===== config.mk =====
export PLATFORM = sky130hd
export DESIGN_NAME = dcache_miss_ctrl
export DESIGN_NICKNAME = d
export VERILOG_FILES = /design/src/verilog/dcache_pkg.sv /design/src/verilog/dcache_miss_ctrl.sv
export SDC_FILE = /design/constraint.sdc
export NUM_CORES = 1
export LEC_CHECK = 0
export ABC_AREA = 1
export BUFFER_PORTS_ARGS = -buffer_cell sky130_fd_sc_hd__buf_2
export CORE_MARGIN = 2
export CORE_UTILIZATION = 59
export DETAILED_ROUTE_END_ITERATION = 6
export GPL_ROUTABILITY_DRIVEN = 1
export PLACE_DENSITY = 0.86
export SYNTH_ARGS = -nofsm -noshare
export SYNTH_HDL_FRONTEND = slang
export SYNTH_SLANG_ARGS = --single-unit

===== constraint.sdc =====
create_clock -name clk -period 3.2 [get_ports clk]
set_input_delay 0.48 -clock clk [delete_from_list [all_inputs] [get_ports clk]]
set_output_delay 0.48 -clock clk [all_outputs]
set_load 0.1 [all_outputs]

===== src/verilog/dcache_pkg.sv =====
`default_nettype none

package dcache_pkg;

    // byte address width on both sides
    localparam int addr_width = 32;

    localparam int byte_per_word = 4;

    typedef logic [8*byte_per_word-1:0] word_t;

    // all zero means a read
    typedef logic [byte_per_word-1:0] strobe_t;

    // wb_read copies the victim line into the buffer, wb_send bursts it out
    typedef enum logic [1:0] {
        idle,
        wb_read,
        wb_send,
        fetch
    } miss_state_t;

endpackage

`default_nettype wire

===== src/verilog/dcache_miss_ctrl.sv =====
`timescale 1ns/1ns
`default_nettype none

module dcache_miss_ctrl #(
    parameter int set_num = 128,
    parameter int words_per_line = 16,
    localparam int index_bits = $clog2(set_num),
    localparam int offset_bits = $clog2(words_per_line),
    localparam int align_bits = $clog2(dcache_pkg::byte_per_word),
    localparam int tag_bits = dcache_pkg::addr_width - index_bits - offset_bits - align_bits,
    localparam int ram_addr_bits = 1 + index_bits + offset_bits
) (
    input  logic                     clk,
    input  logic                     resetn,

    input  logic                     miss,
    input  logic [31:0]              miss_addr,
    input  logic                     victim_way,
    input  logic                     victim_dirty,
    input  logic [tag_bits-1:0]      victim_tag,

    output logic                     en_b,
    output dcache_pkg::strobe_t      strobe_b,
    output logic [ram_addr_bits-1:0] addr_b,
    output dcache_pkg::word_t        wdata_b,
    input  dcache_pkg::word_t        rdata_b,

    output logic                     mem_valid,
    output logic                     mem_is_write,
    output logic [31:0]              mem_addr,
    output dcache_pkg::word_t        mem_wdata,
    input  logic                     mem_ready,
    input  dcache_pkg::word_t        mem_rdata,
    input  logic                     mem_last,

    output logic                     busy,
    output logic                     fill_en,
    output logic                     fill_way,
    output logic                     refill_done
);
    import dcache_pkg::*;

    miss_state_t state;

    logic                  way_q;
    logic [index_bits-1:0] index_q;
    logic [tag_bits-1:0]   tag_q;
    logic [tag_bits-1:0]   victim_tag_q;

    // msb set once all reads of the line are issued
    logic [offset_bits:0]   rd_cnt;
    logic                   rd_valid;
    logic [offset_bits-1:0] rd_idx;
    logic [offset_bits-1:0] send_cnt;
    logic [offset_bits-1:0] fetch_cnt;

    word_t buffer [words_per_line];

    logic [tag_bits-1:0] line_tag;

    assign busy        = (state != idle);
    assign fill_en     = refill_done;
    assign fill_way    = way_q;

    assign mem_valid    = (state == wb_send) || (state == fetch);
    assign mem_is_write = (state == wb_send);
    assign line_tag     = (state == wb_send) ? victim_tag_q : tag_q;
    assign mem_addr     = {line_tag, index_q, {(offset_bits + align_bits){1'b0}}};
    assign mem_wdata    = buffer[send_cnt];

    assign wdata_b = mem_rdata;

    always_comb begin
        en_b     = 1'b0;
        strobe_b = '0;
        addr_b   = {way_q, index_q, rd_cnt[offset_bits-1:0]};
        case (state)
            wb_read: begin
                en_b = ~rd_cnt[offset_bits];
            end
            fetch: begin
                en_b     = mem_ready;
                strobe_b = '1;
                addr_b   = {way_q, index_q, fetch_cnt};
            end
            default: begin
            end
        endcase
    end

    always_ff @(posedge clk) begin
        if (resetn) begin
            state       <= idle;
            refill_done <= 1'b0;
            rd_cnt      <= '0;
            rd_valid    <= 1'b0;
            send_cnt    <= '0;
            fetch_cnt   <= '0;
        end else begin
            refill_done <= 1'b0;
            case (state)
                idle: begin
                    if (miss) begin
                        state     <= victim_dirty ? wb_read : fetch;
                        rd_cnt    <= '0;
                        rd_valid  <= 1'b0;
                        send_cnt  <= '0;
                        fetch_cnt <= '0;
                    end
                end
                wb_read: begin
                    if (!rd_cnt[offset_bits]) begin
                        rd_cnt <= rd_cnt + 1'b1;
                    end
                    rd_valid <= ~rd_cnt[offset_bits];
                    // last word lands one cycle after its read
                    if (rd_valid && rd_idx == '1) begin
                        state <= wb_send;
                    end
                end
                wb_send: begin
                    if (mem_ready) begin
                        send_cnt <= send_cnt + 1'b1;
                        if (mem_last) begin
                            state <= fetch;
                        end
                    end
                end
                fetch: begin
                    if (mem_ready) begin
                        fetch_cnt <= fetch_cnt + 1'b1;
                        if (mem_last) begin
                            state       <= idle;
                            refill_done <= 1'b1;
                        end
                    end
                end
                default: begin
                    state <= idle;
                end
            endcase
        end
    end

    always_ff @(posedge clk) begin
        if (state == idle && miss) begin
            way_q        <= victim_way;
            victim_tag_q <= victim_tag;
            index_q      <= miss_addr[offset_bits + align_bits +: index_bits];
            tag_q        <= miss_addr[offset_bits + align_bits + index_bits +: tag_bits];
        end
        rd_idx <= rd_cnt[offset_bits-1:0];
        if (rd_valid) begin
            buffer[rd_idx] <= rdata_b;
        end
    end

endmodule

`default_nettype wire


# After elaboration in Yosys (flattened, before gate mapping)
# Memory sizes are Yosys's and may differ from the RTL's. A register that Yosys moved wholly into a read port is not among the register bits.
# Cells that the tools add are included.
dict set report op_classes {
  eq_ne 11
  mul 0
  n_lt_le_gt_ge 0
  shift 0
  n_div 0
  bitwise 3
  n_reduce_logical 14
  n_mux 27
  add_sub_neg 3
}
# op count
set op_table {}
lappend op_table {{$mux 4} 7}
lappend op_table {{$mux 19} 1}
lappend op_table {{$pmux 4 s2} 2}
lappend op_table {{$mux 2} 7}
lappend op_table {{$mux 5} 2}
lappend op_table {{$ne 2x2->1 const B} 5}
lappend op_table {{$pmux 5 s2} 1}
lappend op_table {{$reduce_and 3->1} 3}
lappend op_table {{$add 4x1->4 const B} 2}
lappend op_table {{$pmux 2 s4} 1}
lappend op_table {{$reduce_bool 2->1} 4}
lappend op_table {{$reduce_and 6->1} 1}
lappend op_table {{$add 5x1->5 const B} 1}
lappend op_table {{$eq 2x2->1 const B} 2}
lappend op_table {{$eq 4x4->1 const B} 1}
lappend op_table {{$mux 1} 4}
lappend op_table {{$ne 2x1->1 const B} 2}
lappend op_table {{$pmux 1 s2} 2}
lappend op_table {{$not 1->1} 3}
lappend op_table {{$reduce_or 3->1} 1}
lappend op_table {{$eq 2x1->1 const B} 1}
lappend op_table {{$logic_and 1x1->1} 2}
lappend op_table {{$logic_not 2->1} 1}
lappend op_table {{$reduce_and 2->1} 1}
lappend op_table {{$logic_or 1x1->1} 1}
dict set report totals {
  wordCells 71
  inputBits 122
  latch_bits 0
  register_bits 67
  out_inout_bits 119
  mem_count 1
  mem_bits_rw 512
  mem_bits_ro 0
}
# name words width read_ports rd_ports_with_merged_regs wr line
set memory_table {}
lappend memory_table {buffer 16 32 1 1 1 dcache_miss_ctrl.sv:57} ;# word_t buffer [words_per_line];

# Logic depth before layout (Yosys ltp)
# Gate-level depths: netlist of the first run.
dict set report depth {
  word_depth 5
  ltp_mapped 10
  depth_no_buf 10
}

# Least setup slack after synthesis of the first run
# OpenSTA, ideal clock, no wires.
dict set report synth_timing {
  path_type {reg2out}
  start {register state[0]}
  end {output addr_b[2]}
  path_stages_with_launch 4
  arrival_time_ns 3.379
  path_slack_ns -0.659
  cell_sequence {dfxtp_1 ha_1 clkbuf_1 o21ai_0}
}
dict set report synth_between {
  elab_chain_cells 2
}
# element line
set synth_lines {}
lappend synth_lines {{from (decl)} dcache_miss_ctrl.sv:43} ;# miss_state_t state;
lappend synth_lines {{from (signal assigned)} dcache_miss_ctrl.sv:93} ;# state <= idle;
lappend synth_lines {{from (signal assigned)} dcache_miss_ctrl.sv:104} ;# state <= victim_dirty ? wb_read : fetch;
lappend synth_lines {{from (signal assigned)} dcache_miss_ctrl.sv:118} ;# state <= wb_send;
lappend synth_lines {{$eq 2x2->1} dcache_miss_ctrl.sv:77} ;# case (state)
lappend synth_lines {{$mux 4} dcache_miss_ctrl.sv:77}
lappend synth_lines {{to (decl)} dcache_miss_ctrl.sv:24} ;# output logic [ram_addr_bits-1:0] addr_b,
# No other way between the ends.

==> flow_summary.json, run 1 <==
{
  "htree_num_levels": 2,
  "netlist_instances": 2082,
  "syn_area_per_cell_um2": 11.5,
  "syn_area_um2": 23800,
  "clkPwrFrac_pct": 31.3,
  "dr.pass1.iters": 6,
  "synth-simple-area-share_pct": 18.4,
  "required_ns": 2.72,
  "drv_cap": 0,
  "startpoint_type": "flop",
  "antenna_left": 0,
  "drt_iter0_drc": 2513,
  "cts_max_path_buffers": 3,
  "viasPerCell": 5.91,
  "hold_class": "primary input to flop",
  "die_height_um": 205,
  "grt_pass1_vias": 16485,
  "ir_drop_uv": 802,
  "rows": 73,
  "yosys_warnings": 0,
  "synthXorXnorAreaFrac_pct": 0.0735,
  "tns_ns": 0,
  "yosysUniqueCellTypes": 22,
  "postCtsHoldBufs": 0,
  "core_area_um2": 39800,
  "status": "finished, final reports clean",
  "powerDensity_nw_per_um2": 767,
  "path_cells": "buf_12, nor2_1, nor2_1, o21ai_1, nand3_1, nand3_1, nand2_1, buf_4",
  "fill_cells": 2478,
  "drc": 0,
  "ys_seq_elements": 583,
  "intPower_mw": 13.6,
  "area_growth_pct": 14.2,
  "cpPeakStageDelay_ns": 0.64,
  "clock_skew_ns": 0.0247,
  "grt_remaining_overflow": 0,
  "placed_cells": 2661,
  "cp.arrival_ns": 2.67,
  "worstPathMaxFanout": 65,
  "place_area_um2": 25300,
  "synth_fa_ha_area_share_pct": 0.367,
  "floorplan.initialDensity_pct": 59.9,
  "die_area_um2": 42000,
  "period_share_pct": 98.4,
  "drive_gt1_share_pct": 14.2,
  "grt_pass1_wl_mm": 87.6,
  "worstSetupPathType": "flop to output pin",
  "antennaDiodeCount": 0,
  "layout.nets": 2323,
  "finalHoldViolCount": 0,
  "maxSlewViolCount": 0,
  "dieWidth_um": 205,
  "synth_top_family_by_area": "simple AND/OR/NAND/NOR gates",
  "synthMuxAreaShare_pct": 0,
  "grt_usage_pct": 27.5,
  "cts_buffers": 54,
  "endpoint_kind": "output pin",
  "setup_viol": 0,
  "stdcell_area_um2": 27200,
  "port_buffers": 164,
  "switching_share_pct": 34.7,
  "num_io_pins": 241,
  "multi_input_area_um2": 5550,
  "register_area_um2": 17300,
  "dp.final_hpwl_mm": 30.3,
  "synth_compound_area_share_pct": 3.80,
  "switchingPower_mw": 7.25,
  "cts_tree": "built",
  "yosysSeqAreaShare_pct": 72.4,
  "num_vias": 16323,
  "place_congestion": 0.796,
  "grt_max_degree": 116,
  "max_freq_mhz": 317,
  "cts-root-buf": "clkbuf_16",
  "combPwrFrac_pct": 26.5,
  "tightestPinTransition_ns": 0.809,
  "p_leak_nw": 10.4,
  "critPathSlowestCell": "dfxtp_4",
  "clock_latency_ns": 0.61,
  "clock-sinks": 583,
  "wirelength_mm": 57.5,
  "max_slew_margin_pct": 46.0,
  "fin_crit_ns": 3.15,
  "p_seq_share_pct": 42.2,
  "clkTransAtPathRegs_ns": 0.06,
  "antenna_found_initial": 0,
  "wl_per_cell_um": 20.8,
  "final_cells": 2760
}
## power groups by stage
stage,clock [mW],combinational (mW),sequential (mW)
2_1_floorplan,0,4.20,9.08
3_3_place_gp,0,5.20,8.97
3_5_place_dp,0,5.33,8.98
4_1_cts,6.53,5.48,8.81
5_1_grt,6.84,5.83,8.83
6_report,6.55,5.53,8.81
## registers in the layout, indices dropped and copies added (netlist names), named ones only
name and flops:
buffer 512, tag_q 19, victim_tag_q 19, index_q 7
rd_cnt 5, fetch_cnt 4, rd_idx 4, send_cnt 4
state 2, fill_en 1, fill_way 1, rd_valid 1
## metrics by stage
stage          total power [mW]  hold slack (ns)  util (%)  setup WS, ns
3_3_place_gp               14.2            0.358      63.6         0.560
5_1_grt                    21.5           0.0262      68.4      -0.00149
4_1_cts                    20.8           0.0253      68.3       0.00219
2_1_floorplan              13.3            0.351         -        -0.659
3_5_place_dp               14.3            0.367      63.6         0.516
6_report                   20.9           0.0431      68.4        0.0502
## synthesized netlist by cell type, drive strengths merged
cell type | count | area [um^2]
inv | 68 | 255
conb | 1 | 3.75
clkbuf | 21 | 78.8
nand3b | 3 | 22.5
nand4 | 2 | 12.5
ha | 7 | 87.6
xor2 | 2 | 17.5
nor2 | 205 | 769
edfxtp | 558 | 16800
o21ai | 101 | 505
a21oi | 20 | 100
nand3 | 202 | 1010
dfxtp | 25 | 500
buf | 140 | 840
o211ai | 38 | 285
nand2 | 687 | 2580
o21bai | 2 | 15.0
## worst max-delay path: cells and delay by family, from the launching register on
family	cells	cell delay, ns
simple gates	5	0.63
compound gates	1	0.11
buf+inv	2	0.63
flops	1	0.64
## area by class of cell
type	count	share of cell area, %
Clock buffer	72	5.71
Multi-Input combinational cell	1275	20.4
Tap cell	525	2.41
Inverter	68	0.974
Sequential cell	583	63.4
Clock inverter	25	0.928
Timing Repair Buffer	212	6.15
## final timing paths
kind,to,slack [ns],from,cells after the start
hold / removal,victim_tag_q[13],0.04,victim_tag[13],1
hold reg to reg,rd_idx[3],0.37,rd_cnt[3],0
setup reg to reg,buffer[7][10],1.02,rd_valid,3
setup / recovery,mem_wdata[15],0.05,flop,8
## kinds of logic after synthesis
family,Yosys count
xor+xnor,2
fa+ha+maj,7
simple gates,1099
other cells,1
buf+inv,229
flops,583
compound gates,161
## cell usage in the layout (no fill, tap or decap), types with 16 or more instances in the layout
master     Yosys  routed
nand2_1      687     686
buf_4         62      33
buf_12         0      30
o21ai_0       96      96
nand3_1      202     202
nor2_4         0      16
inv_1         65      65
a21oi_1       20      20
nor2_1       205     188
edfxtp_1     558     558
buf_2         59     134
dfxtp_1       25      21
clkbuf_16      0      58
o211ai_1      38      38
## repair_timing
action / CTS / global route
buffers inserted: 2 / 0
setup endpoints to repair: 18 / 14
gates resized for setup: 2 / 14
pin swaps: 0 / 0
## layer usage
metal  GRT usage, %  up-vias  part of all wire (%)
met1           33.6     7630                    35
met3           5.97      230                    12
met4           13.5        0                   4.4
met2           46.6     1175                    49
li1               -     7288                     -
met5              0        -                     0
Power figures use the tool's default switching activity.
==> run 2: changes to the inputs <==
--- a/config.mk
+++ b/config.mk
@@ -8,10 +8,10 @@
 export ABC_AREA = 1
 export BUFFER_PORTS_ARGS = -buffer_cell sky130_fd_sc_hd__buf_2
 export CORE_MARGIN = 2
-export CORE_UTILIZATION = 59
+export CORE_UTILIZATION = 55
 export DETAILED_ROUTE_END_ITERATION = 6
 export GPL_ROUTABILITY_DRIVEN = 1
-export PLACE_DENSITY = 0.86
+export PLACE_DENSITY = 0.81
 export SYNTH_ARGS = -nofsm -noshare
 export SYNTH_HDL_FRONTEND = slang
 export SYNTH_SLANG_ARGS = --single-unit
==> run 2 against run 1 <==
Compared with the run above:
- core utilization down 5.9 points
- critical path depth unchanged
- sequential share of layout area up 0.99 points
- hold slack better by 0.024 ns
- worst setup slack better by 0.065 ns
- sequential power about the same
- final area down 1.5%
- register-to-register slack better by 0.02 ns
- die area up 7.1%
- largest cell class unchanged
==> flow_summary.json, run 2 (synthesis gave the netlist of run 1 again) <==
{
  "status": "finished, final reports clean",
  "postCtsSetupBuffers": 0,
  "port_buffers": 164,
  "cts_buffers": 54,
  "routed.top_layer": "met5",
  "holdWs_ns": 0.0667,
  "max_slew_margin_pct": 34.6,
  "num_io_pins": 241,
  "area_growth_pct": 12.4,
  "antenna_left": 0,
  "combPwrFrac_pct": 26.2,
  "powerDensity_nw_per_um2": 744,
  "max_freq_mhz": 324,
  "grt_remaining_overflow": 0,
  "cp.arrival_ns": 2.60,
  "largest_reg_flops": 512,
  "fin_crit_ns": 3.08,
  "clock_latency_ns": 0.60,
  "htree_num_levels": 2,
  "intPower_mw": 12.9,
  "maxSlewViolCount": 0,
  "routed-wl-met3_mm": 6.04,
  "regMostFlops": "buffer",
  "wirelength_mm": 53.9,
  "cts_max_path_buffers": 3,
  "tightestPinTransition_ns": 0.981,
  "p_leak_nw": 10.2,
  "grt_max_degree": 117,
  "worstPathMaxFanout": 88,
  "clock_skew_ns": 0.0191,
  "setup_viol": 0,
  "die_area_um2": 45000,
  "postCtsHoldBufs": 0,
  "viasPerCell": 5.59,
  "cts-root-buf": "clkbuf_16",
  "ir_drop_uv": 815,
  "drv_cap": 0,
  "dp.final_hpwl_mm": 28.5,
  "place_congestion": 0.778,
  "num_vias": 15789,
  "grt_pass1_wl_mm": 82.6,
  "dieWidth_um": 212,
  "startpoint_type": "flop",
  "period_share_pct": 96.4,
  "grt_usage_pct": 24.3,
  "clkPwrFrac_pct": 29.7,
  "dr.pass1.iters": 6,
  "wl_met1_mm": 20.3,
  "final_cell_mix": "687 x nand2_1, 558 x edfxtp_1, 202 x nand3_1, 188 x nor2_1, 138 x buf_2",
  "worstSetupPathType": "flop to output pin",
  "drc": 0,
  "top_regs": "buffer (512), tag_q (19), victim_tag_q (19)",
  "clkTransAtPathRegs_ns": 0.06,
  "antenna_found_initial": 4,
  "rows": 76,
  "switching_share_pct": 35.1,
  "floorplan.initialDensity_pct": 55.6,
  "layout.nets": 2320,
  "grt_pass1_vias": 15280,
  "drive_gt1_share_pct": 13.5,
  "clock-sinks": 583,
  "finalHoldViolCount": 0,
  "cts_tree": "built",
  "drt_iter0_drc": 1778,
  "hold_class": "primary input to flop",
  "placed_cells": 2719,
  "core_area_um2": 42900,
  "layout_commonest_cell": "nand2_1",
  "required_ns": 2.72,
  "final_cells": 2822,
  "rsz0062_at_grt": "no",
  "p_seq_share_pct": 44.1,
  "wl_met2_mm": 25.7,
  "die_height_um": 212,
  "switchingPower_mw": 6.99,
  "endpoint_kind": "output pin",
  "wl_per_cell_um": 19.1
}
## run 2: power groups by stage
stage	Clock, mW	Combinational (mW)	Sequential, mW
final	5.93	5.21	8.79
after global routing	6.29	5.54	8.81
after CTS	5.98	5.17	8.79
after detailed placement	0	5.10	8.94
after global placement	0	4.99	8.93
after floorplan	0	4.20	9.08
## run 2: worst paths after layout
check	start	end	cells after the start	slack (ns)
hold / removal	victim_tag[12]	victim_tag_q[12]	1	0.07
setup reg to reg	rd_valid	buffer[7][3]	3	1.04
hold reg to reg	rd_cnt[3]	rd_idx[3]	0	0.38
setup / recovery	flop	mem_wdata[20]	8	0.12
## run 2: timing repair
action                                  in CTS  in global routing
endpoints found under the setup margin      15                 25
resized for setup                            2                 27
cloned                                       1                  0
## run 2: routing by layer
layer	track usage [%]	up-vias
met2	39.1	939
met5	0	-
met3	5.55	154
met4	10.6	2
li1	-	7275
met1	31.9	7419
## run 2: final cells by class
| type | count | area, um^2 |
|---|---|---|
| tap | 585 | 732 |
| inverter | 68 | 265 |
| fill | 3060 | 16100 |
| clock inverter | 32 | 194 |
| multi-input combinational | 1275 | 5550 |
| timing repair buffer | 209 | 1370 |
| sequential | 583 | 17300 |
| antenna | 2 | 5.00 |
| clock buffer | 68 | 1430 |
## run 2: critical path, cell delays in order (launching register included)
cell     delay [ns]
dfxtp_4        0.51
buf_16         0.37
nor2_1         0.11
nor2_1         0.12
o21ai_0        0.13
nand3_1        0.13
nand3_1        0.11
nand2_1        0.19
buf_4          0.32
## run 2: through the flow
stage	instance area (um^2)	setup TNS, ns	power [mW]	utilization (%)	setup WS, ns
after detailed placement	25100	0	14.0	58.4	0.411
final	26800	0	19.9	62.5	0.115
after global routing	26800	0	20.6	62.5	0.00194
after floorplan	23900	-1.32	13.3	-	-0.659
after CTS	26700	0	19.9	62.3	0.0413
after global placement	25100	0	13.9	58.4	0.563
==> run 3: changes to the inputs <==
--- a/config.mk
+++ b/config.mk
@@ -6,12 +6,13 @@
 export NUM_CORES = 1
 export LEC_CHECK = 0
 export ABC_AREA = 1
-export BUFFER_PORTS_ARGS = -buffer_cell sky130_fd_sc_hd__buf_2
 export CORE_MARGIN = 2
 export CORE_UTILIZATION = 55
 export DETAILED_ROUTE_END_ITERATION = 6
+export DONT_BUFFER_PORTS = 1
 export GPL_ROUTABILITY_DRIVEN = 1
-export PLACE_DENSITY = 0.81
+export PLACE_DENSITY = 0.76
+export SKIP_LAST_GASP = 1
 export SYNTH_ARGS = -nofsm -noshare
 export SYNTH_HDL_FRONTEND = slang
 export SYNTH_SLANG_ARGS = --single-unit
==> run 3 against run 2 <==
Compared with the run above:
- register-to-register slack got worse by 0.04 ns
- sequential cell count unchanged
- non-clock buffer count decreased by 15
- wire length increased by 1.3%
==> flow_summary.json, run 3 (synthesis gave the netlist of run 1 again) <==
{
  "num_vias": 15688,
  "rsz0062_at_grt": "yes",
  "antennaDiodeCount": 0,
  "required_ns": 2.72,
  "status": "finished, final reports clean",
  "worstPathMaxFanout": 170,
  "area_growth_pct": 17.0,
  "startpoint_type": "flop",
  "viasPerCell": 5.59,
  "register_area_um2": 17300,
  "r2r_setup_slack_ns": 1.00,
  "clock-sinks": 583,
  "core_area_um2": 42900,
  "grtUsageMet2_pct": 41.6,
  "rr_worst_depth": 8,
  "wirelength_mm": 54.6,
  "fin_crit_ns": 3.06,
  "p_total_mw": 20.9,
  "dieWidth_um": 212,
  "grt_pass1_wl_mm": 84.1,
  "grt_usage_pct": 24.5,
  "cts_tree": "built",
  "max_slew_margin_pct": 28.1,
  "rows": 76,
  "grt-busiest-layer": "met2",
  "cts-root-buf": "clkbuf_16",
  "clock_skew_ns": 0.0294,
  "cts_max_path_buffers": 3,
  "cts_buffers": 55,
  "die_area_um2": 45000,
  "tightestPinTransition_ns": 1.09,
  "powerDensity_nw_per_um2": 750,
  "num_io_pins": 241,
  "floorplan.initialDensity_pct": 55.6,
  "cp.arrival_ns": 2.58,
  "worstSetupPathType": "flop to output pin",
  "die_height_um": 212,
  "grt_max_degree": 171,
  "period_share_pct": 95.5,
  "multi_input_area_um2": 5570,
  "critPathCapture": "mem_wdata[11]",
  "htree_num_levels": 2,
  "regMostFlops": "buffer",
  "clkTransAtPathRegs_ns": 0.06,
  "grt_pass1_vias": 15650,
  "layout.nets": 2306,
  "finalHoldViolCount": 0,
  "endpoint_kind": "output pin",
  "port_buffers": 0,
  "fill_cells": 2918,
  "largest_reg_flops": 512,
  "use_met3_pct": 5.78,
  "r2r_end": "state[0]",
  "ir_drop_uv": 948,
  "dp.final_hpwl_mm": 28.8,
  "maxSlewViolCount": 0,
  "top_regs": "buffer (512), tag_q (19), victim_tag_q (19)",
  "layout_commonest_cell": "nand2_1",
  "final_cells": 2806,
  "p_leak_nw": 10.4,
  "cts_resized": 0,
  "setup_viol": 0,
  "grt_remaining_overflow": 0,
  "drt_iter0_drc": 1530,
  "antenna_found_initial": 2,
  "drv_cap": 0,
  "place_congestion": 0.774,
  "hold_class": "primary input to flop",
  "r2r_start": "state[0]",
  "wl_per_cell_um": 19.5,
  "drive_gt1_share_pct": 9.95,
  "drc": 0,
  "clock_latency_ns": 0.62,
  "dr.pass1.iters": 6,
  "max_freq_mhz": 327,
  "antenna_left": 0,
  "placed_cells": 2625,
  "final_cell_mix": "687 x nand2_1, 558 x edfxtp_1, 202 x nand3_1, 188 x nor2_1, 94 x o21ai_0",
  "use_met1_pct": 30.9
}
==> run 3: area by class of cell <==
class,count,area share (%)
clock buffer,73,5.28
timing repair buffer,194,8.40
sequential,583,61.9
inverter,68,0.951
tap,585,2.62
multi-input combinational,1275,20.0
clock inverter,28,0.879
==> run 3: metal layers <==
layer	part of all wire (%)	up-vias
met5	0.048	-
met4	2.3	4
met3	9.3	110
met2	51	792
met1	38	7530
li1	-	7252
==> run 3: worst max-delay path: stages (launching register included) <==
cell and delay [ns]:
dfxtp_4 0.42, buf_12 0.51, nand2_1 0.15, o211ai_1 0.13
nand3_1 0.10, nand3_1 0.19, nand2_1 0.14, buf_12 0.19
==> run 3: timing repair <==
| action | 4_1_cts | 5_1_grt |
|---|---|---|
| hold buffers | 80 | 0 |
| endpoints found under the hold margin | 572 | 0 |
| setup buffers | 0 | 0 |
| endpoints found under the setup margin | 0 | 9 |
==> run 3: power breakdown <==
group	total (mW)	switching, mW	internal (mW)
Sequential	8.79	0.115	8.68
Clock	6.26	2.71	3.55
Combinational	5.86	4.35	1.52
Total	20.9	7.17	13.7
==> run 3: worst min-delay path by stage <==
stage / endpoint / cells after the start / from / slack [ns]
floorplan: rd_idx[3] / 0 / rd_cnt[3] / 0.35
global placement: rd_idx[3] / 0 / rd_cnt[3] / 0.36
detailed placement: rd_idx[3] / 0 / rd_cnt[3] / 0.36
CTS: fill_en / 2 / mem_ready / 0.004
global route: fill_en / 2 / mem_ready / 0.02
finish: fill_en / 2 / mem_ready / 0.04
==> run 3: per-stage QoR <==
stage	hold slack [ns]	cell area (um^2)	setup WS (ns)	utilization [%]	TNS, ns
final	0.0402	27900	0.143	65.0	0
after floorplan	0.351	23900	-0.659	-	-1.32
after global placement	0.359	25400	0.817	59.2	0
after global routing	0.0172	27900	-0.0435	65.0	-0.181
after CTS	0.00365	27900	0.0821	65.0	0
after detailed placement	0.364	25400	0.767	59.2	0
